[src/rtl/div_pkg.sv]
`default_nettype none

package div_pkg;

	// ####################
	// opcode and sequencer state
	// ####################

	// one bit wide so it lines up with the unsigned bit of the control word
	typedef enum logic {
		DIV_SIGNED   = 1'b0,
		DIV_UNSIGNED = 1'b1
	} div_op_e;

	// init latches operands, advance runs the radix-4 steps
	// last is the ones' to twos' complement correction cycle
	typedef enum logic [1:0] {
		IDLE    = 2'd0,
		INIT    = 2'd1,
		ADVANCE = 2'd2,
		LAST    = 2'd3
	} div_state_e;

	// two quotient bits per step for a 32-bit quotient
	localparam int unsigned DIV_STEPS = 16;

	// ####################
	// register map
	// ####################

	// word offsets taken from byte address bits [4:2]
	localparam logic [2:0] REG_DIVIDEND = 3'd0;
	localparam logic [2:0] REG_DIVISOR  = 3'd1;
	localparam logic [2:0] REG_CTRL     = 3'd2;
	localparam logic [2:0] REG_STATUS   = 3'd3;
	localparam logic [2:0] REG_QUOT     = 3'd4;
	localparam logic [2:0] REG_REMD     = 3'd5;

	// control and status word bit positions
	localparam int unsigned CTRL_START_BIT    = 0;
	localparam int unsigned CTRL_UNSIGNED_BIT = 1;
	localparam int unsigned STATUS_BUSY_BIT   = 0;
	localparam int unsigned STATUS_DONE_BIT   = 1;

endpackage

`default_nettype wire

[src/rtl/div_io_if.sv]
`timescale 1ns/1ps
`default_nettype none

// operand and result bundle between the bus slave and the divider datapath
interface div_io_if (
	input logic clk
);

	// operands as written by the bus master
	logic [31:0]       dividend;
	logic [31:0]       divisor;
	div_pkg::div_op_e  op;

	// results, valid from the last step onwards
	logic [31:0]       quot;
	logic [31:0]       remd;

	// register block side
	modport regs (
		input  clk,
		output dividend,
		output divisor,
		output op,
		input  quot,
		input  remd
	);

	// datapath side
	modport datapath (
		input  clk,
		input  dividend,
		input  divisor,
		input  op,
		output quot,
		output remd
	);

endinterface

`default_nettype wire

[src/rtl/div_ctrl.sv]
`timescale 1ns/1ps
`default_nettype none

// divider sequencer
// one init cycle, DIV_STEPS advance cycles and one correction cycle
module div_ctrl (
	input  logic clk,
	input  logic reset,
	input  logic start,
	output logic d_init,
	output logic e_advance,
	output logic e_last,
	output logic busy,
	output logic done
);

	// last count value seen in ADVANCE
	localparam logic [3:0] LAST_STEP = 4'(div_pkg::DIV_STEPS - 1);

	div_pkg::div_state_e state;
	logic [3:0]          step_cnt;

	always_ff @(posedge clk) begin
		if (reset) begin
			state    <= div_pkg::IDLE;
			step_cnt <= 4'd0;
			busy     <= 1'b0;
			done     <= 1'b0;
		end else begin
			case (state)
				div_pkg::IDLE: begin
					// starts outside IDLE are dropped
					if (start) begin
						state <= div_pkg::INIT;
						busy  <= 1'b1;
						done  <= 1'b0;
					end
				end
				div_pkg::INIT: begin
					state    <= div_pkg::ADVANCE;
					step_cnt <= 4'd0;
				end
				div_pkg::ADVANCE: begin
					step_cnt <= step_cnt + 4'd1;
					if (step_cnt == LAST_STEP) begin
						state <= div_pkg::LAST;
					end
				end
				div_pkg::LAST: begin
					// done is sticky until the next accepted start
					state <= div_pkg::IDLE;
					busy  <= 1'b0;
					done  <= 1'b1;
				end
				default: begin
					state <= div_pkg::IDLE;
				end
			endcase
		end
	end

	// strobes decode straight from the state
	assign d_init    = (state == div_pkg::INIT);
	assign e_advance = (state == div_pkg::ADVANCE);
	assign e_last    = (state == div_pkg::LAST);

endmodule

`default_nettype wire

[src/rtl/div_top.sv]
`timescale 1ns/1ps
`default_nettype none

// divide unit on a wishbone classic bus
// bus slave, sequencer and radix-4 datapath
module div_top #(
	parameter int unsigned ADDR_W = 5
) (
	input  logic              clk,
	input  logic              reset,
	input  logic [ADDR_W-1:0] wb_adr,
	input  logic [31:0]       wb_dat_w,
	input  logic              wb_we,
	input  logic [3:0]        wb_sel,
	input  logic              wb_stb,
	input  logic              wb_cyc,
	output logic [31:0]       wb_dat_r,
	output logic              wb_ack
);

	logic start;
	logic d_init;
	logic e_advance;
	logic e_last;
	logic busy;
	logic done;

	// operands and results between slave and datapath
	div_io_if io (
		.clk (clk)
	);

	div_wb_regs #(
		.ADDR_W (ADDR_W)
	) u_regs (
		.clk   (clk),
		.reset (reset),
		.adr   (wb_adr),
		.dat_w (wb_dat_w),
		.we    (wb_we),
		.sel   (wb_sel),
		.stb   (wb_stb),
		.cyc   (wb_cyc),
		.busy  (busy),
		.done  (done),
		.dat_r (wb_dat_r),
		.ack   (wb_ack),
		.start (start),
		.io    (io.regs)
	);

	div_ctrl u_ctrl (
		.clk       (clk),
		.reset     (reset),
		.start     (start),
		.d_init    (d_init),
		.e_advance (e_advance),
		.e_last    (e_last),
		.busy      (busy),
		.done      (done)
	);

	long_div u_div (
		.clk       (clk),
		.d_init    (d_init),
		.e_advance (e_advance),
		.e_last    (e_last),
		.io        (io.datapath)
	);

endmodule

`default_nettype wire

[src/rtl/div_wb_regs.sv]
`timescale 1ns/1ps
`default_nettype none

// wishbone classic slave for the divider
// every cycle is answered with a single ack one clock after stb and cyc
module div_wb_regs #(
	parameter int unsigned ADDR_W = 5
) (
	input  logic              clk,
	input  logic              reset,
	input  logic [ADDR_W-1:0] adr,
	input  logic [31:0]       dat_w,
	input  logic              we,
	input  logic [3:0]        sel,
	input  logic              stb,
	input  logic              cyc,
	input  logic              busy,
	input  logic              done,
	output logic [31:0]       dat_r,
	output logic              ack,
	output logic              start,
	div_io_if.regs            io
);

	logic [2:0]       offset;
	logic             access;
	logic             wr;
	logic [31:0]      dividend_r;
	logic [31:0]      divisor_r;
	div_pkg::div_op_e op_r;
	logic [31:0]      quot_r;
	logic [31:0]      remd_r;
	logic [31:0]      status;
	logic [31:0]      ctrl;
	logic [31:0]      rd_data;

	// ####################
	// bus decode
	// ####################

	// byte address to word offset, upper bits ignored
	assign offset = adr[4:2];

	// first cycle of stb and cyc, ack goes out on the next edge
	assign access = stb & cyc & ~ack;
	assign wr     = access & we;

	// start lands on the same edge that raises ack
	assign start = wr & (offset == div_pkg::REG_CTRL) & dat_w[div_pkg::CTRL_START_BIT];

	always_ff @(posedge clk) begin
		if (reset) begin
			ack <= 1'b0;
		end else begin
			ack <= access;
		end
	end

	// ####################
	// operand and control registers
	// ####################

	// sel is not decoded so every write stores the whole word
	always_ff @(posedge clk) begin
		if (wr && offset == div_pkg::REG_DIVIDEND) begin
			dividend_r <= dat_w;
		end
		if (wr && offset == div_pkg::REG_DIVISOR) begin
			divisor_r <= dat_w;
		end
	end

	always_ff @(posedge clk) begin
		if (reset) begin
			op_r <= div_pkg::DIV_SIGNED;
		end else if (wr && offset == div_pkg::REG_CTRL) begin
			op_r <= div_pkg::div_op_e'(dat_w[div_pkg::CTRL_UNSIGNED_BIT]);
		end
	end

	assign io.dividend = dividend_r;
	assign io.divisor  = divisor_r;
	assign io.op       = op_r;

	// ####################
	// results
	// ####################

	// follow the datapath while busy
	// the final load is on the edge that ends the correction cycle
	// which is the same edge where done rises
	always_ff @(posedge clk) begin
		if (reset) begin
			quot_r <= 32'd0;
			remd_r <= 32'd0;
		end else if (busy) begin
			quot_r <= io.quot;
			remd_r <= io.remd;
		end
	end

	// ####################
	// read mux
	// ####################

	always_comb begin
		status = 32'd0;
		status[div_pkg::STATUS_BUSY_BIT] = busy;
		status[div_pkg::STATUS_DONE_BIT] = done;
		// start bit is a strobe and reads back as zero
		ctrl = 32'd0;
		ctrl[div_pkg::CTRL_UNSIGNED_BIT] = op_r;
		case (offset)
			div_pkg::REG_DIVIDEND: rd_data = dividend_r;
			div_pkg::REG_DIVISOR:  rd_data = divisor_r;
			div_pkg::REG_CTRL:     rd_data = ctrl;
			div_pkg::REG_STATUS:   rd_data = status;
			div_pkg::REG_QUOT:     rd_data = quot_r;
			div_pkg::REG_REMD:     rd_data = remd_r;
			default:               rd_data = 32'd0;
		endcase
	end

	// read data is registered with the ack
	always_ff @(posedge clk) begin
		if (access) begin
			dat_r <= rd_data;
		end
	end

endmodule

`default_nettype wire

[src/rtl/long_div.sv]
`timescale 1ns/1ps
`default_nettype none

// radix-4 restoring divider, 16 steps plus one correction cycle
// the quotient builds up in the dividend register two bits per step
module long_div (
	input  logic       clk,
	input  logic       d_init,
	input  logic       e_advance,
	input  logic       e_last,
	div_io_if.datapath io
);

	logic        unsign;
	logic        sign_divisor;
	logic        sign_dividend;
	logic [31:0] dvs;
	logic        sign_dvs;
	logic        sign_dvd;
	logic        sign_quot;
	logic [31:0] dvd;
	logic [34:0] rem;
	logic        step;
	logic        sub;
	logic [34:0] rem_shift;
	logic [34:0] dvs_ivt;
	logic [34:0] rem_sub1;
	logic [34:0] rem_sub2;
	logic [34:0] sub3_ps;
	logic [34:0] sub3_pc;
	logic [34:0] rem_sub3;
	logic        sign_rem1;
	logic        sign_rem2;
	logic        sign_rem3;
	logic        quot_1;
	logic        quot_0;

	// ####################
	// operand latch
	// ####################

	// unsigned division treats both words as positive
	assign unsign        = (io.op == div_pkg::DIV_UNSIGNED);
	assign sign_divisor  = io.divisor[31] & ~unsign;
	assign sign_dividend = io.dividend[31] & ~unsign;

	always_ff @(posedge clk) begin
		if (d_init) begin
			dvs       <= io.divisor;
			sign_dvs  <= sign_divisor;
			sign_dvd  <= sign_dividend;
			sign_quot <= sign_divisor ^ sign_dividend;
		end
	end

	// registers only move on advance
	// the correction cycle holds them so the output adder can settle
	assign step = e_advance & ~e_last;

	// ####################
	// trial subtraction
	// ####################

	// next two dividend bits shifted into the partial remainder
	assign rem_shift = {rem[32:0], dvd[31:30]};

	// subtract when the quotient is positive, add when it is negative
	// so the remainder magnitude always shrinks toward zero
	assign sub     = ~sign_quot;
	assign dvs_ivt = {35{sub}} ^ {{3{sign_dvs}}, dvs};

	// one and two times the divisor
	assign rem_sub1 = rem_shift + dvs_ivt + {34'd0, sub};
	assign rem_sub2 = rem_shift + {dvs_ivt[33:0], sub} + {34'd0, sub};

	// three times the divisor goes through a carry-save row first
	// sum bits and majority carries of remainder, 2x and 1x terms
	assign sub3_ps = rem_shift ^ {dvs_ivt[33:0], sub} ^ dvs_ivt;
	assign sub3_pc = (rem_shift & {dvs_ivt[33:0], sub})
		| (rem_shift & dvs_ivt)
		| ({dvs_ivt[33:0], sub} & dvs_ivt);

	// carry shifts up one place and the second +1 rides in its lsb
	assign rem_sub3 = sub3_ps + {sub3_pc[33:0], sub} + {34'd0, sub};

	// a trial overshoots when its sign differs from the dividend sign
	// an exact zero reads as positive
	// fine for a positive dividend, and an overshoot for the biased negative one
	assign sign_rem1 = rem_sub1[34] ^ sign_dvd;
	assign sign_rem2 = rem_sub2[34] ^ sign_dvd;
	assign sign_rem3 = rem_sub3[34] ^ sign_dvd;

	// quotient digit 0..3 from the trial signs
	// inverted for a negative quotient which gives ones' complement bits
	assign quot_1 = ~sign_rem2 ^ sign_quot;
	assign quot_0 = ((~sign_rem1 & sign_rem2) | ~sign_rem3) ^ sign_quot;

	// ####################
	// state registers
	// ####################

	// a negative dividend is loaded one less
	// so a partial remainder of zero never hides nonzero low bits
	always_ff @(posedge clk) begin
		if (d_init) begin
			dvd <= io.dividend - {31'd0, sign_dividend};
		end else if (step) begin
			dvd <= {dvd[29:0], quot_1, quot_0};
		end
	end

	// remainder preset to the dividend sign
	// keep the largest multiple that did not overshoot
	always_ff @(posedge clk) begin
		if (d_init) begin
			rem <= {35{sign_dividend}};
		end else if (step) begin
			if (sign_rem1) begin
				rem <= rem_shift;
			end else if (sign_rem2) begin
				rem <= rem_sub1;
			end else if (sign_rem3) begin
				rem <= rem_sub2;
			end else begin
				rem <= rem_sub3;
			end
		end
	end

	// ones' to twos' complement fixup for a negative quotient
	assign io.quot = dvd + {31'd0, sign_quot};
	// the one taken off a negative dividend comes back here
	assign io.remd = rem[31:0] + {31'd0, sign_dvd};

endmodule

`default_nettype wire

[config.mk]
export PLATFORM = sky130hd
export DESIGN_NAME = div_top
export DESIGN_NICKNAME = d
export VERILOG_FILES = /design/src/rtl/div_pkg.sv /design/src/rtl/div_io_if.sv /design/src/rtl/div_ctrl.sv /design/src/rtl/div_top.sv /design/src/rtl/div_wb_regs.sv /design/src/rtl/long_div.sv
export SDC_FILE = /design/constraint.sdc
export NUM_CORES = 1
export LEC_CHECK = 0
export BUFFER_PORTS_ARGS = -buffer_cell sky130_fd_sc_hd__buf_2
export CORE_ASPECT_RATIO = 0.9
export CORE_MARGIN = 2
export CORE_UTILIZATION = 62
export CTS_BUF_LIST = sky130_fd_sc_hd__clkbuf_16
export DETAILED_ROUTE_END_ITERATION = 7
export PLACE_DENSITY = 0.8
export RECOVER_POWER = 25
export SYNTH_ARGS = -nofsm -noshare
export SYNTH_HDL_FRONTEND = slang
export SYNTH_SLANG_ARGS = --single-unit
[constraint.sdc]
create_clock -name clk -period 6.4 [get_ports clk]
set_clock_uncertainty 0.2 [all_clocks]
set_input_delay 1.6 -clock clk [delete_from_list [all_inputs] [get_ports clk]]
set_output_delay 1.6 -clock clk [all_outputs]
set_load 0.01 [all_outputs]
# Yosys cells after proc, flatten, opt, wreduce, memory -nomap -nowiden
# Cells that the tools add are included.
totals:
  output_inout_bits: 33
  elab_cells: 95
  in_bits: 46
  reg_bits: 270
classes:
  n_eq_ne: 11
  n_reduce_logical: 10
  mux: 16
  n_addsub: 10
  bitwise: 31
op_table:
  columns: ["op", "n"]
  rows:
  - ["case mux 32 bit (6 select lines)", 1]
  - ["2-to-1 mux 33 bit", 5]
  - ["adder 35 x 1 -> 35 bit", 3]
  - ["adder 35 bit", 3]
  - ["XOR 35 bit", 3]
  - ["AND 34 bit", 3]
  - ["OR 34 bit", 2]
  - ["adder 32 x 1 -> 32 bit", 2]
  - ["2-to-1 mux 32 bit", 2]
  - ["subtractor 32 x 1 -> 32 bit", 1]
  - ["AND 1 bit", 9]
  - ["case mux 2 bit (4 select lines)", 1]
  - ["case mux 4 bit (2 select lines)", 1]
  - ["inverter 1 bit", 7]
  - ["== test 3 x 2 -> 1 bit (second input constant)", 2]
  - ["== test 3 bit (second input constant)", 2]
  - ["nonzero test 2 bit", 3]
  - ["XOR 1 bit", 6]
  - ["adder 4 x 1 -> 4 bit (second input constant)", 1]
  - ["== test 2 bit (second input constant)", 2]
  - ["== test 4 bit (second input constant)", 1]
  - ["2-to-1 mux 2 bit", 2]
  - ["inequality test 2 bit (second input constant)", 2]
  - ["case mux 1 bit (2 select lines)", 2]
  - ["other kinds (8)", 12]

# Longest topological paths before layout
# Gate-level depths: netlist (run 1).
logic_depth:
  depth_word: 13
  ltp_mapped: 20

# Modules after synthesis
# Synthesis (run 1) repeated with hierarchy kept, for this count alone.
unflattened:
  hier_cells: 1879
  area_unflattened_um2: 19207.2
modules_own_cells:
  columns: ["module", "cells_per_inst", "instances", "seq_area_each_um2", "area_each_um2"]
  rows:
  - ["long_div", 1432, 1, 3002.9, 12499.5]
  - ["div_wb_regs", 399, 1, 4204.0, 6289.8]
  - ["div_ctrl", 48, 1, 160.2, 417.9]

# Least setup slack after synthesis (run 1)
# Ideal clock, no wire load.
synth_path:
  kind: "flip-flop to flip-flop"
  from: "register u_div.sign_quot"
  to: "register u_div.rem[18], data pin"
  path_buffers: 5
  t_arrival_ns: 4.903
  period_less_slack_ns: 5.364
  required_time_ns: 5.939
  setup_time_ns: 0.261
  setup_slack_ns: 1.036
  path_stages_with_launch: 20
  cell_sequence: "edfxtp_1 buf_2 buf_1 buf_1 xnor2_1 fa_1 ha_1 clkbuf_1 a21o_1 a211oi_1 o21ai_0 o21ai_0 nand3_1 mux2i_1 nor3_2 buf_2 nor2_1 a211oi_1 a21oi_1 a221o_1"
synth_via:
  elab_chain_cells: 13
  word_cells_on_any_way: 23
  cone_classes: "6 x add/sub; 5 x mux; 12 x bitwise"
synth_rtl:
  columns: ["element", "line", "text"]
  rows:
  - ["start: declaration", "long_div.sv:20", "logic sign_quot;"]
  - ["start signal: assignment", "long_div.sv:52", "sign_quot <= sign_divisor ^ sign_dividend;"]
  - ["inverter 1 bit (*)", "long_div.sv:69", "assign sub = ~sign_quot;"]
  - ["XOR 35 bit", "long_div.sv:70", "assign dvs_ivt = {35{sub}} ^ {{3{sign_dvs}}, dvs};"]
  - ["AND 34 bit (on tied branches)", "long_div.sv:80, long_div.sv:79", null]
  - ["OR 34 bit", "long_div.sv:80", "| (rem_shift & dvs_ivt)"]
  - ["OR 34 bit", "long_div.sv:81", "| ({dvs_ivt[33:0], sub} & dvs_ivt);"]
  - ["adder 35 bit", "long_div.sv:84", "assign rem_sub3 = sub3_ps + {sub3_pc[33:0], sub} + {34'd0, sub};"]
  - ["adder 35 x 1 -> 35 bit", "long_div.sv:84", null]
  - ["XOR 1 bit", "long_div.sv:91", "assign sign_rem3 = rem_sub3[34] ^ sign_dvd;"]
  - ["2-to-1 mux 33 bit", "long_div.sv:122", "end else if (sign_rem3) begin"]
  - ["2-to-1 mux 33 bit", "long_div.sv:120", "end else if (sign_rem2) begin"]
  - ["2-to-1 mux 33 bit (*)", "long_div.sv:118", "if (sign_rem1) begin"]
  - ["2-to-1 mux 33 bit (*)", "long_div.sv:117", "end else if (step) begin"]
  - ["2-to-1 mux 33 bit (*)", "long_div.sv:115", "if (d_init) begin"]
  - ["end signal: assignment", "long_div.sv:116", "rem <= {35{sign_dividend}};"]
  - ["end signal: assignment", "long_div.sv:119", "rem <= rem_shift;"]
  - ["end signal: assignment", "long_div.sv:121", "rem <= rem_sub1;"]
  - ["end: declaration", "long_div.sv:22", "logic [34:0] rem;"]
# Mark *: on every way between the ends. The rest lies on a longest branch, timed or not. The select of a mux whose other input is x is not followed.
# A chain may end at the register's enable or synchronous reset.

# Worst setup path in the final report (run 1)
layout_path:
  from: "register u_div.sign_quot"
  to: "register u_div.rem[7], data pin"
# Same word-level chain as after synthesis.

==> results of run 1 <==
## registers in the layout (all words and copies together), names as in the netlist, 2 cells and up
| name | flops |
|---|---|
| u_regs.remd_r | 32 |
| u_div.dvs | 32 |
| u_regs.quot_r | 32 |
| u_regs.io.divisor | 32 |
| u_ctrl.state | 2 |
| u_div.rem | 33 |
| u_ctrl.step_cnt | 4 |
| u_regs.io.dividend | 32 |
| u_regs.dat_r | 32 |
| u_div.dvd | 32 |
## worst max-delay path: stages, from the launching register on
cell	delay (ns)
sky130_fd_sc_hd__edfxtp_1	0.45
sky130_fd_sc_hd__buf_4	0.32
sky130_fd_sc_hd__xnor2_1	0.57
sky130_fd_sc_hd__fa_1	0.53
sky130_fd_sc_hd__ha_1	0.40
sky130_fd_sc_hd__a21o_1	0.21
sky130_fd_sc_hd__a21oi_1	0.23
sky130_fd_sc_hd__o221ai_1	0.22
sky130_fd_sc_hd__o2111ai_1	0.28
sky130_fd_sc_hd__nand3_1	0.25
sky130_fd_sc_hd__mux2i_1	0.23
sky130_fd_sc_hd__nor3_4	0.59
sky130_fd_sc_hd__buf_4	0.35
sky130_fd_sc_hd__mux2i_1	0.23
sky130_fd_sc_hd__o211ai_1	0.10
sky130_fd_sc_hd__o21ai_0	0.12
sky130_fd_sc_hd__o21ai_1	0.07
## metal layers
metal | part of all wire [%] | wire (µm) | GRT usage (%)
met5 | 0 | 0 | 0
met4 | 3.4 | 1680 | 10.0
met3 | 6.3 | 3120 | 2.92
met2 | 48 | 23800 | 53.1
met1 | 42 | 20800 | 41.3
## logic make-up after synthesis
group,count (synthesis),synth area share [%]
flops,270,39.2
xor+xnor,208,9.81
buf+inv,136,2.95
compound gates,600,20.7
simple gates,592,14.9
mux,27,1.54
fa+ha+maj,144,10.9
## Yosys cell counts, types with 5 or more instances
cell / instances / share of area [%]
sky130_fd_sc_hd__nand2_1: 176 / 3.5
sky130_fd_sc_hd__nand4_1: 17 / 0.57
sky130_fd_sc_hd__a22oi_1: 62 / 2.5
sky130_fd_sc_hd__nor2_1: 192 / 3.8
sky130_fd_sc_hd__a21o_1: 61 / 2.4
sky130_fd_sc_hd__buf_2: 12 / 0.32
sky130_fd_sc_hd__nor3b_1: 7 / 0.28
sky130_fd_sc_hd__o21a_1: 14 / 0.56
sky130_fd_sc_hd__a211oi_1: 59 / 2.4
sky130_fd_sc_hd__o31ai_1: 10 / 0.40
sky130_fd_sc_hd__edfxtp_1: 196 / 31
sky130_fd_sc_hd__dfxtp_1: 74 / 7.9
sky130_fd_sc_hd__ha_1: 112 / 7.5
sky130_fd_sc_hd__buf_1: 11 / 0.22
sky130_fd_sc_hd__and3_1: 30 / 1.0
sky130_fd_sc_hd__a31oi_1: 22 / 0.73
sky130_fd_sc_hd__and2_1: 13 / 0.43
sky130_fd_sc_hd__mux2i_1: 21 / 1.1
sky130_fd_sc_hd__o31a_1: 5 / 0.23
sky130_fd_sc_hd__nand2b_1: 21 / 0.70
sky130_fd_sc_hd__a21oi_1: 171 / 4.6
sky130_fd_sc_hd__or3_1: 17 / 0.57
sky130_fd_sc_hd__mux2_2: 5 / 0.30
sky130_fd_sc_hd__a311oi_1: 16 / 0.75
sky130_fd_sc_hd__fa_1: 32 / 3.4
sky130_fd_sc_hd__a221o_1: 9 / 0.48
sky130_fd_sc_hd__nor2b_1: 10 / 0.33
sky130_fd_sc_hd__o21ai_0: 102 / 2.7
sky130_fd_sc_hd__o211ai_1: 16 / 0.64
sky130_fd_sc_hd__inv_1: 44 / 0.88
sky130_fd_sc_hd__xor2_1: 81 / 3.8
sky130_fd_sc_hd__nor4_1: 7 / 0.23
sky130_fd_sc_hd__xnor2_1: 124 / 5.8
sky130_fd_sc_hd__or2_2: 5 / 0.17
sky130_fd_sc_hd__nand3_1: 48 / 1.3
sky130_fd_sc_hd__o21bai_1: 7 / 0.28
sky130_fd_sc_hd__nor3_1: 21 / 0.56
sky130_fd_sc_hd__clkbuf_1: 63 / 1.3
sky130_fd_sc_hd__a211o_1: 5 / 0.23
## final cells by class
class	count	area [µm²]
Multi-Input combinational cell	1571	10900
Clock inverter	21	220
Sequential cell	270	7370
Fill cell	2353	9470
Timing Repair Buffer	108	617
Inverter	44	165
Clock buffer	25	626
Tap cell	403	504
## path summary, 6_finish.rpt
check        cells past startpoint                 start            to  slack [ns]
min reg2reg                      0  u_regs.io.divisor[6]  u_div.dvs[6]        0.25
min                              0  u_regs.io.divisor[6]  u_div.dvs[6]        0.25
max                             16       u_div.sign_quot  u_div.rem[7]        0.76
max reg2reg                     16       u_div.sign_quot  u_div.rem[7]        0.76
## per-stage QoR
| stage | hold slack, ns | utilization, % | setup slack [ns] |
|---|---|---|---|
| finish | 0.251 | 68.3 | 0.759 |
| global route | 0.264 | 68.3 | 0.432 |
| CTS | 0.252 | 68.5 | 0.878 |
| detailed placement | 0.236 | 65.6 | 0.906 |
| global placement | 0.229 | 65.6 | 0.927 |
| floorplan | 0.221 | - | 1.04 |
==> parameters.txt, run 1 <==
Parameter                              Value

Outcome
  Status    finished with violations
  Violations in the final reports    capacitance limit, slew limit

STA
  Relative slew margins    -183%
  Final Critical Period    between 5 and 6 ns
  Max Clock Freq    177 MHz
  Final Max Tran Viols    approximately 150
  Setup tns final    0 ns
  Unrepaired setup endpoints after global routing    no
  Period utilization    88.1%
  Final hold violations    0
  Slew @ Worst Pin    4.24 ns
  # setup viols final    0

Die
  Starting Density    62.9%
  Total I/O pin count    just under 80
  Number of cell rows    60
  Core Area    0.0299 mm²
  Die outline area    0.0317 mm²
  Height of the chip    169 µm
  Floorplan die width    about 190 µm

Setup path
  Critical path type    register to register
  Critical path peak fanout    29
  Startpoint type of the worst setup path    register
  Arrival time of the worst setup path    5.71 ns
  Category of the worst setup path capture point    register
  Worst endpoint required time    6.47 ns

CTS
  TritonCTS clock tree    done
  CTS Hold Buffers Added    0
  Cts repair resizes    0
  CTS root buffer    sky130_fd_sc_hd__clkbuf_16
  Number of clock buffers inserted by TritonCTS    25
  Post-CTS setup repair buffer count    0
  Clk slew on worst S/H paths    0.07 ns
  Level count of the clock H-tree    1
  CTS sink cnt    270
  Maximum clock path buffer count    3
  Clock network latency to the later pin of the worst-skew pair    0.54 ns

Final layout
  Final net count    2,210
  Proportion of layout cells with a drive suffix above 1    8.29%
  Final cell area excluding filler cells    0.0204 mm²
  Most frequent standard cell in the layout excluding fill and tap cells    sky130_fd_sc_hd__edfxtp_1
  Layout overhead on the synthesized area    8.58%
  Non-filler cells in the finished layout    2,442
  Total inserted antenna cells    0
  Commonest cells after routing, fill and taps aside    196 x sky130_fd_sc_hd__edfxtp_1, 192 x sky130_fd_sc_hd__nor2_1, 176 x sky130_fd_sc_hd__nand2_1

Global route
  Via count of the first global-routing pass    15,000
  Total gr overflow    0
  All-Layer GR Usage    30.8%
  Maximum number of pins on one net before global-route repair    98
  Initial antenna violation count    0
  Wire length of the first global-routing pass    78,400 µm

Logic synthesis
  Number of distinct standard cells referenced by the synthesized netlist    80
  Nets in the synthesized netlist    2,167
  Ys Warns    0
  Synth Flop Type    sky130_fd_sc_hd__edfxtp_1
  Post-Syn Area per Cell    9.51 µm²
  Sequential cell area fraction in the yosys report    39.2%
  Number of flops mapped to enable cells by yosys    196
  Register bit total from synthesis    270
  Synth async-reset ratio    0%
  Cell area after technology mapping    0.0188 mm²
  Synthesized instance count    1,977

Drt
  Post-DR vias/cell    between 6 and 7
  Average wire per standard cell    between 20 and 25 µm
  Iteration-0 DRC count of the detailed router    ~1,500
  Via count    15,500
  Final WL    49,400 µm
  Number of design rule violations left after detail routing    0
  Antenna viol nets, final    0
  Number of optimization iterations in the first detailed-route pass    7

Place
  DP Area    0.0196 mm²
  Inst Count DP    about 2,400
  Half-perimeter wire length after detailed placement    36,300 µm
  Routability cong.    0.969
  PortBufs    72

Worst hold path
  Worst hold-check path type    register to register

Flow run
  Max Cap Violations    2
Power of run 1 is left out: the tool's default activity adds up to more than one toggle a clock period on the data nets, which glitch-free logic cannot reach.
==> inputs of run 2 (changes only) <==
--- a/config.mk
+++ b/config.mk
@@ -5,7 +5,7 @@
 export SDC_FILE = /design/constraint.sdc
 export NUM_CORES = 1
 export LEC_CHECK = 0
-export BUFFER_PORTS_ARGS = -buffer_cell sky130_fd_sc_hd__buf_2
+export BUFFER_PORTS_ARGS = -buffer_cell sky130_fd_sc_hd__buf_4
 export CORE_ASPECT_RATIO = 0.9
 export CORE_MARGIN = 2
 export CORE_UTILIZATION = 62
==> run 2 against run 1 <==
  * Critical path depth grew 1
  * Worst hold slack is essentially flat
  * Wire length shrank 1.4%
  * Fmax shrank 0.19%
  * Sequential share of layout area shrank 0.18 points
  * Final area grew 0.49%
  * Setup slack lost 0.011 ns
  * Register-to-register slack is essentially flat
  * Global-route usage shrank 0.56 points
  * First-iteration DRC count shrank 15%
  * Die area is the same
  * The run still ends with capacitance limit, slew limit left
  * Critical path type unchanged
==> parameters.txt, run 2 (same netlist as run 1, synthesis figures left out) <==
Parameter                              Value

Setup path
  Reg2Reg Setup Slack    0.75 ns (about the same)
  Worst endpoint required time    6.40 ns (-0.07 ns)
  CP max stage delay    0.68 ns (+0.09 ns)
  Reg-to-reg critical path endpoint    u_div.rem[4]
  CP Buf/Inv Count    3 (+1)
  Critical path peak fanout    62 (+110%)
  Slowest cell on the critical path    sky130_fd_sc_hd__edfxtp_1
  Worst path top cell family by delay    compound AO/OA/AOI/OAI gates
  Startpoint of the worst register-to-register path    u_div.sign_quot
  Worst r2r path cells    17 (+1)
  Arrival time of the worst setup path    5.65 ns (-0.06 ns)
  Critical-path cell list    xnor2_1 -> inv_1 -> fa_1 -> inv_1 -> ha_1 -> and2_1 -> a221o_1 -> o21a_1 -> o2111ai_1 -> nand3_1 -> mux2i_1 -> nor3_4 -> buf_12 -> mux2i_1 -> o211ai_1 -> a21oi_1 -> a21oi_1
  Category of the worst setup path capture point    register
  Critical path type    register to register
  Startpoint type of the worst setup path    register

Global route
  Wire length of the first global-routing pass    76,800 µm (-2.1%)
  Total gr overflow    0 (unchanged)
  All-Layer GR Usage    30.2% (-0.56 points)
  Via count of the first global-routing pass    14,500 (-2.8%)
  Maximum number of pins on one net before global-route repair    101 (+3.1%)
  Initial antenna violation count    0 (unchanged)

Drt
  Iteration-0 DRC count of the detailed router    1,270 (-15%)
  Post-DR vias/cell    6.37 (+0.45%)
  Number of optimization iterations in the first detailed-route pass    6 (-1)
  Antenna viol nets, final    0 (unchanged)
  Number of design rule violations left after detail routing    0 (unchanged)
  Final WL    48,700 µm (-1.4%)
  Average wire per standard cell    20.0 µm (-1.1%)
  Via count    15,500 (+0.16%)

CTS
  Level count of the clock H-tree    1 (unchanged)
  CTS sink cnt    270 (unchanged)
  Number of clock buffers inserted by TritonCTS    26 (+4.0%)
  TritonCTS clock tree    done
  Post-CTS setup repair buffer count    0 (unchanged)
  CTS Hold Buffers Added    0 (unchanged)
  Clk slew on worst S/H paths    0.06 ns (about the same)
  Cts repair resizes    0 (unchanged)
  Maximum clock path buffer count    3 (unchanged)
  CTS root buffer    sky130_fd_sc_hd__clkbuf_16
  Clock network latency to the later pin of the worst-skew pair    0.55 ns (about the same)

STA
  Final Max Tran Viols    128 (-14%)
  Relative slew margins    -127% (+55 points)
  Max Clock Freq    177 MHz (-0.19%)
  Setup tns final    0 ns (unchanged)
  Final hold violations    0 (unchanged)
  Tightest hold margin    0.252 ns (+0.000387 ns)
  Period utilization    88.3% (+0.17 points)
  Unrepaired setup endpoints after global routing    no
  Slew @ Worst Pin    3.41 ns (-0.832 ns)
  # setup viols final    0 (unchanged)
  Final Critical Period    5.65 ns (+0.0107 ns)

Die
  Starting Density    62.9% (unchanged)
  Core Area    0.0299 mm² (unchanged)
  Floorplan die width    188 µm (unchanged)
  Height of the chip    169 µm (unchanged)
  Die outline area    0.0317 mm² (unchanged)
  Number of cell rows    60 (unchanged)
  Total I/O pin count    79 (unchanged)

Final layout
  Largest register FFs    33 (unchanged)
  Commonest cells after routing, fill and taps aside    196 x sky130_fd_sc_hd__edfxtp_1, 191 x sky130_fd_sc_hd__nor2_1, 176 x sky130_fd_sc_hd__nand2_1
  Reg with most FFs    u_div.rem
  Layout overhead on the synthesized area    9.11%
  Final net count    2,202 (-0.36%)
  Area taken by multi-input logic gates    0.0109 mm² (about the same)
  Area taken by flip-flops and latches    0.00737 mm² (unchanged)
  Fill count    2,381 (+1.2%)
  Proportion of layout cells with a drive suffix above 1    8.27% (-0.021 points)
  Most frequent standard cell in the layout excluding fill and tap cells    sky130_fd_sc_hd__edfxtp_1
  Total inserted antenna cells    0 (unchanged)

Place
  Half-perimeter wire length after detailed placement    36,000 µm (-0.69%)
  Routability cong.    0.949 (-2.1%)
  PortBufs    72 (unchanged)

Flow run
  Max Cap Violations    2 (unchanged)

Worst hold path
  Hold worst-path end    u_div.dvs[6]
  Startpoint of the lowest-slack hold path    u_regs.io.divisor[6]
  Worst hold-check path type    register to register
  Hold path cells    0 (unchanged)

Outcome
  Violations in the final reports    capacitance limit, slew limit
  Status    finished with violations
[run 2: cell types whose count changed in the layout (fill, tap and decap cells not counted), sizes merged]
cell	change
buf	-25
inv	+5
clkinvlp	-4
clkbuf	+18
bufinv	-3
clkinv	+2
[run 2: area by class of cell]
class	count	area share, %
sequential	270	35.9
inverter	44	0.805
timing repair buffer	99	3.59
clock buffer	27	3.29
clock inverter	21	0.702
multi-input combinational	1571	53.2
tap	403	2.46
[run 2: through the flow]
stage	util [%]	area (µm²)	setup WS [ns]	cells
3_3_place_gp	66.1	19700	0.974	2387
6_report	68.6	20500	0.748	2435
4_1_cts	68.8	20600	0.878	2435
2_1_floorplan	-	18800	1.04	1977
5_1_grt	68.6	20500	0.474	2435
3_5_place_dp	66.1	19700	0.913	2387
[run 2: metal layers]
metal  up-vias  track usage (%)  part of all wire (%)  wire [µm]
met5         -                0                     0          0
met4         0             11.1                   3.9       1900
met3       126             3.18                   5.9       2880
met2       617             51.3                    48      23300
met1      7380             40.6                    42      20600
li1       7400                -                     -          -
[run 2: worst max path at each step]
stage,from,endpoint,slack [ns],cells past startpoint
4_1_cts,u_div.sign_quot,u_div.rem[7],0.88,17
5_1_grt,u_div.sign_quot,u_div.rem[7],0.47,16
6_report,u_div.sign_quot,u_div.rem[4],0.75,17
3_3_place_gp,u_div.sign_quot,u_div.rem[9],0.97,16
2_1_floorplan,u_div.sign_quot,u_div.rem[18],1.04,19
3_5_place_dp,u_div.sign_quot,u_div.rem[7],0.91,17
Power of run 2 is left out for the same reason.
==> inputs of run 3 (changes only) <==
--- a/config.mk
+++ b/config.mk
@@ -5,6 +5,7 @@
 export SDC_FILE = /design/constraint.sdc
 export NUM_CORES = 1
 export LEC_CHECK = 0
+export ABC_AREA = 1
 export BUFFER_PORTS_ARGS = -buffer_cell sky130_fd_sc_hd__buf_4
 export CORE_ASPECT_RATIO = 0.9
 export CORE_MARGIN = 2
==> run 3 against run 2 <==
  * The run still ends with capacitance limit, slew limit left
  * Setup slack improved by 0.37 ns
  * Wire length increased by 32%
  * First-iteration DRC count increased by 52%
==> parameters.txt, run 3 <==
Parameter                              Value

STA
  Setup tns final    0 ns (unchanged)
  Period utilization    82.5% (-5.8 points)
  Unrepaired setup endpoints after global routing    no
  Crit path setup slack, layout    1.12 ns (+0.374 ns)
  # setup viols final    0 (unchanged)
  Max Clock Freq    189 MHz (+7.1%)
  Final Max Tran Viols    135 (+5.5%)
  Final hold violations    0 (unchanged)
  Final Critical Period    5.28 ns (-0.374 ns)
  Relative slew margins    -103% (+24 points)
  Slew @ Worst Pin    3.05 ns (-0.358 ns)

Place
  Half-perimeter wire length after detailed placement    49,100 µm (+37%)
  Place WS    1.23 ns (+0.320 ns)
  Routability cong.    1.01 (+6.9%)
  DP Area    0.0214 mm² (+8.6%)
  PortBufs    72 (unchanged)
  Inst Count DP    3,103 (+30%)

Global route
  Wire length of the first global-routing pass    99,700 µm (+30%)
  Initial antenna violation count    0 (unchanged)
  Total gr overflow    0 (unchanged)
  Via count of the first global-routing pass    18,500 (+27%)
  All-Layer GR Usage    37.3% (+7.0 points)
  Maximum number of pins on one net before global-route repair    81 (-20%)

Final layout
  Final net count    2,899 (+32%)
  Most frequent standard cell in the layout excluding fill and tap cells    sky130_fd_sc_hd__nand2_1
  Largest register FFs    33 (unchanged)
  Total inserted antenna cells    0 (unchanged)
  Final cell area excluding filler cells    0.0222 mm² (+8.4%)
  Non-filler cells in the finished layout    3,151 (+29%)
  Commonest cells after routing, fill and taps aside    596 x sky130_fd_sc_hd__nand2_1, 365 x sky130_fd_sc_hd__inv_1, 208 x sky130_fd_sc_hd__nor2_1
  Reg with most FFs    u_div.rem
  Proportion of layout cells with a drive suffix above 1    6.74% (-1.5 points)
  Layout overhead on the synthesized area    8.88%

Setup path
  Critical-path cell list    buf_4 -> xor2_1 -> inv_1 -> ha_1 -> a211o_1 -> ha_1 -> nand2_1 -> nor2_1 -> nand3_1 -> nand3_1 -> nand2_1 -> nand2_2 -> nand2_1 -> nand3_1 -> nand2_2 -> inv_2 -> nand2_1 -> nand2_1 -> nand3_1 -> nand4_1 -> nand2_1
  Arrival time of the worst setup path    5.33 ns (-0.32 ns)
  Startpoint of the worst register-to-register path    u_div.sign_quot
  Critical path type    register to register
  Worst endpoint required time    6.45 ns (+0.05 ns)
  Slowest cell on the critical path    sky130_fd_sc_hd__edfxtp_1
  CP max stage delay    0.75 ns (+0.07 ns)
  Category of the worst setup path capture point    register
  CP dominant cell by count    sky130_fd_sc_hd__nand2_1
  Startpoint type of the worst setup path    register
  Worst r2r path cells    21 (+4)
  Critical path peak fanout    34 (-45%)
  Reg-to-reg critical path endpoint    u_div.rem[1]
  Reg2Reg Setup Slack    1.12 ns (+0.37 ns)

Worst hold path
  Hold path cells    0 (unchanged)
  Hold worst-path end    u_div.dvs[23]
  Startpoint of the lowest-slack hold path    u_regs.io.divisor[23]
  Worst hold-check path type    register to register

CTS
  CTS sink cnt    270 (unchanged)
  Clock network latency to the later pin of the worst-skew pair    0.54 ns (about the same)
  Maximum clock path buffer count    3 (unchanged)
  Post-CTS setup repair buffer count    0 (unchanged)
  Cts repair resizes    0 (unchanged)
  CTS root buffer    sky130_fd_sc_hd__clkbuf_16
  Clk slew on worst S/H paths    0.06 ns (about the same)
  Level count of the clock H-tree    1 (unchanged)
  TritonCTS clock tree    done
  CTS Hold Buffers Added    0 (unchanged)
  Number of clock buffers inserted by TritonCTS    26 (unchanged)

Die
  Starting Density    62.4% (-0.52 points)
  Floorplan die width    195 µm (+4.1%)
  Height of the chip    176 µm (+4.1%)
  Total I/O pin count    79 (unchanged)
  Core Area    0.0327 mm² (+9.5%)
  Number of cell rows    63 (+5.0%)
  Die outline area    0.0344 mm² (+8.4%)

Logic synthesis
  Most numerous cell types in the synthesized netlist    597 x sky130_fd_sc_hd__nand2_1, 361 x sky130_fd_sc_hd__inv_1, 209 x sky130_fd_sc_hd__nor2_1, 196 x sky130_fd_sc_hd__edfxtp_1, 188 x sky130_fd_sc_hd__a21oi_1
  Cell area after technology mapping    0.0204 mm² (+8.6%)
  Sequential cell area fraction in the yosys report    36.1% (-3.1 points)
  Post-Syn Area per Cell    7.72 µm² (-19%)
  Synthesized instance count    2,643 (+34%)
  Number of flops mapped to enable cells by yosys    196 (unchanged)
  Most frequently used cell type in the post-synthesis netlist    sky130_fd_sc_hd__nand2_1
  Top post-synthesis cells by area    sky130_fd_sc_hd__edfxtp_1 29%, sky130_fd_sc_hd__nand2_1 11%, sky130_fd_sc_hd__dfxtp_1 7.3%
  Register bit total from synthesis    270 (unchanged)
  Largest area contributor in the netlist    sky130_fd_sc_hd__edfxtp_1
  Post-synth top area share    28.8% (-2.5 points)
  Synth async-reset ratio    0% (unchanged)
  Ys Warns    0 (unchanged)
  Synth Flop Type    sky130_fd_sc_hd__edfxtp_1
  Number of distinct standard cells referenced by the synthesized netlist    58 (-28%)
  Nets in the synthesized netlist    2,833 (+31%)

Drt
  Via count    19,000 (+22%)
  Iteration-0 DRC count of the detailed router    1,927 (+52%)
  Final WL    64,300 µm (+32%)
  Average wire per standard cell    20.4 µm (+2.0%)
  Antenna viol nets, final    0 (unchanged)
  Number of design rule violations left after detail routing    0 (unchanged)
  Post-DR vias/cell    6.02 (-5.5%)
  Number of optimization iterations in the first detailed-route pass    5 (-1)

Outcome
  Status    finished with violations
  Violations in the final reports    capacitance limit, slew limit

Flow run
  Max Cap Violations    2 (unchanged)
-- run 3: cell types whose count changed after synthesis, moves of 56 or more --
cell / delta
sky130_fd_sc_hd__a211oi_1: -56
sky130_fd_sc_hd__a22oi_1: -62
sky130_fd_sc_hd__inv_1: +317
sky130_fd_sc_hd__nand2_1: +421
sky130_fd_sc_hd__nand3_1: +88
sky130_fd_sc_hd__o21ai_0: +76
-- run 3: logic make-up (layout without fill, tap and decap cells) --
logic type,Yosys count,count (layout),share of synthesized area [%]
and+or+nand+nor,1078,1078,22.5
buffers and inverters,436,522,8.47
xor gates and xnor gates,192,192,8.31
DFF,270,270,36.1
AOI/OAI and AO/OA,523,523,14.6
adders and majority gates,144,144,10.0
-- run 3: worst max path at each step --
stage | startpoint | end | cells past startpoint
2_1_floorplan | wb_cyc | u_regs.io.divisor[0] | 4
3_3_place_gp | u_div.sign_quot | u_div.rem[28] | 18
3_5_place_dp | u_div.sign_quot | u_div.rem[31] | 24
4_1_cts | u_div.sign_quot | u_div.rem[31] | 21
5_1_grt | u_div.sign_quot | u_div.rem[25] | 25
6_report | u_div.sign_quot | u_div.rem[1] | 21
-- run 3: final cells by class --
type                            count  area, µm²
Tap cell                          422        528
Multi-Input combinational cell   1937      11400
Fill cell                        2700      10500
Inverter                          367       1380
Sequential cell                   270       7370
Clock buffer                       28        701
Clock inverter                     20        141
Timing Repair Buffer              107        751
-- run 3: routing by layer --
| layer | wire (µm) | vias to the layer above | GRT usage [%] | share of wire, % |
|---|---|---|---|---|
| met4 | 2610 | 0 | 14.6 | 4.1 |
| li1 | - | 8984 | - | - |
| met1 | 25700 | 8886 | 48.9 | 40 |
| met5 | 0 | - | 0 | 0 |
| met2 | 30100 | 963 | 62.7 | 47 |
| met3 | 5850 | 145 | 5.50 | 9.1 |
-- run 3: metrics by stage --
step,utilization (%),hold WS [ns]
after floorplan,-,0.227
after global placement,65.6,0.232
after detailed placement,65.6,0.241
after CTS,68.1,0.258
after global routing,67.9,0.266
final,67.9,0.268
-- run 3: critical path, delay by kind of cell, from the launching register on --
kind                     cells  cell delay (ns)
AO/OA/AOI/OAI                1             0.27
XOR/XNOR                     1             0.39
adder cells (fa/ha/maj)      2             0.63
buffers and inverters        3             1.09
flip-flops                   1             0.75
AND/OR/NAND/NOR             14             1.59
Power of run 3 is left out for the same reason.
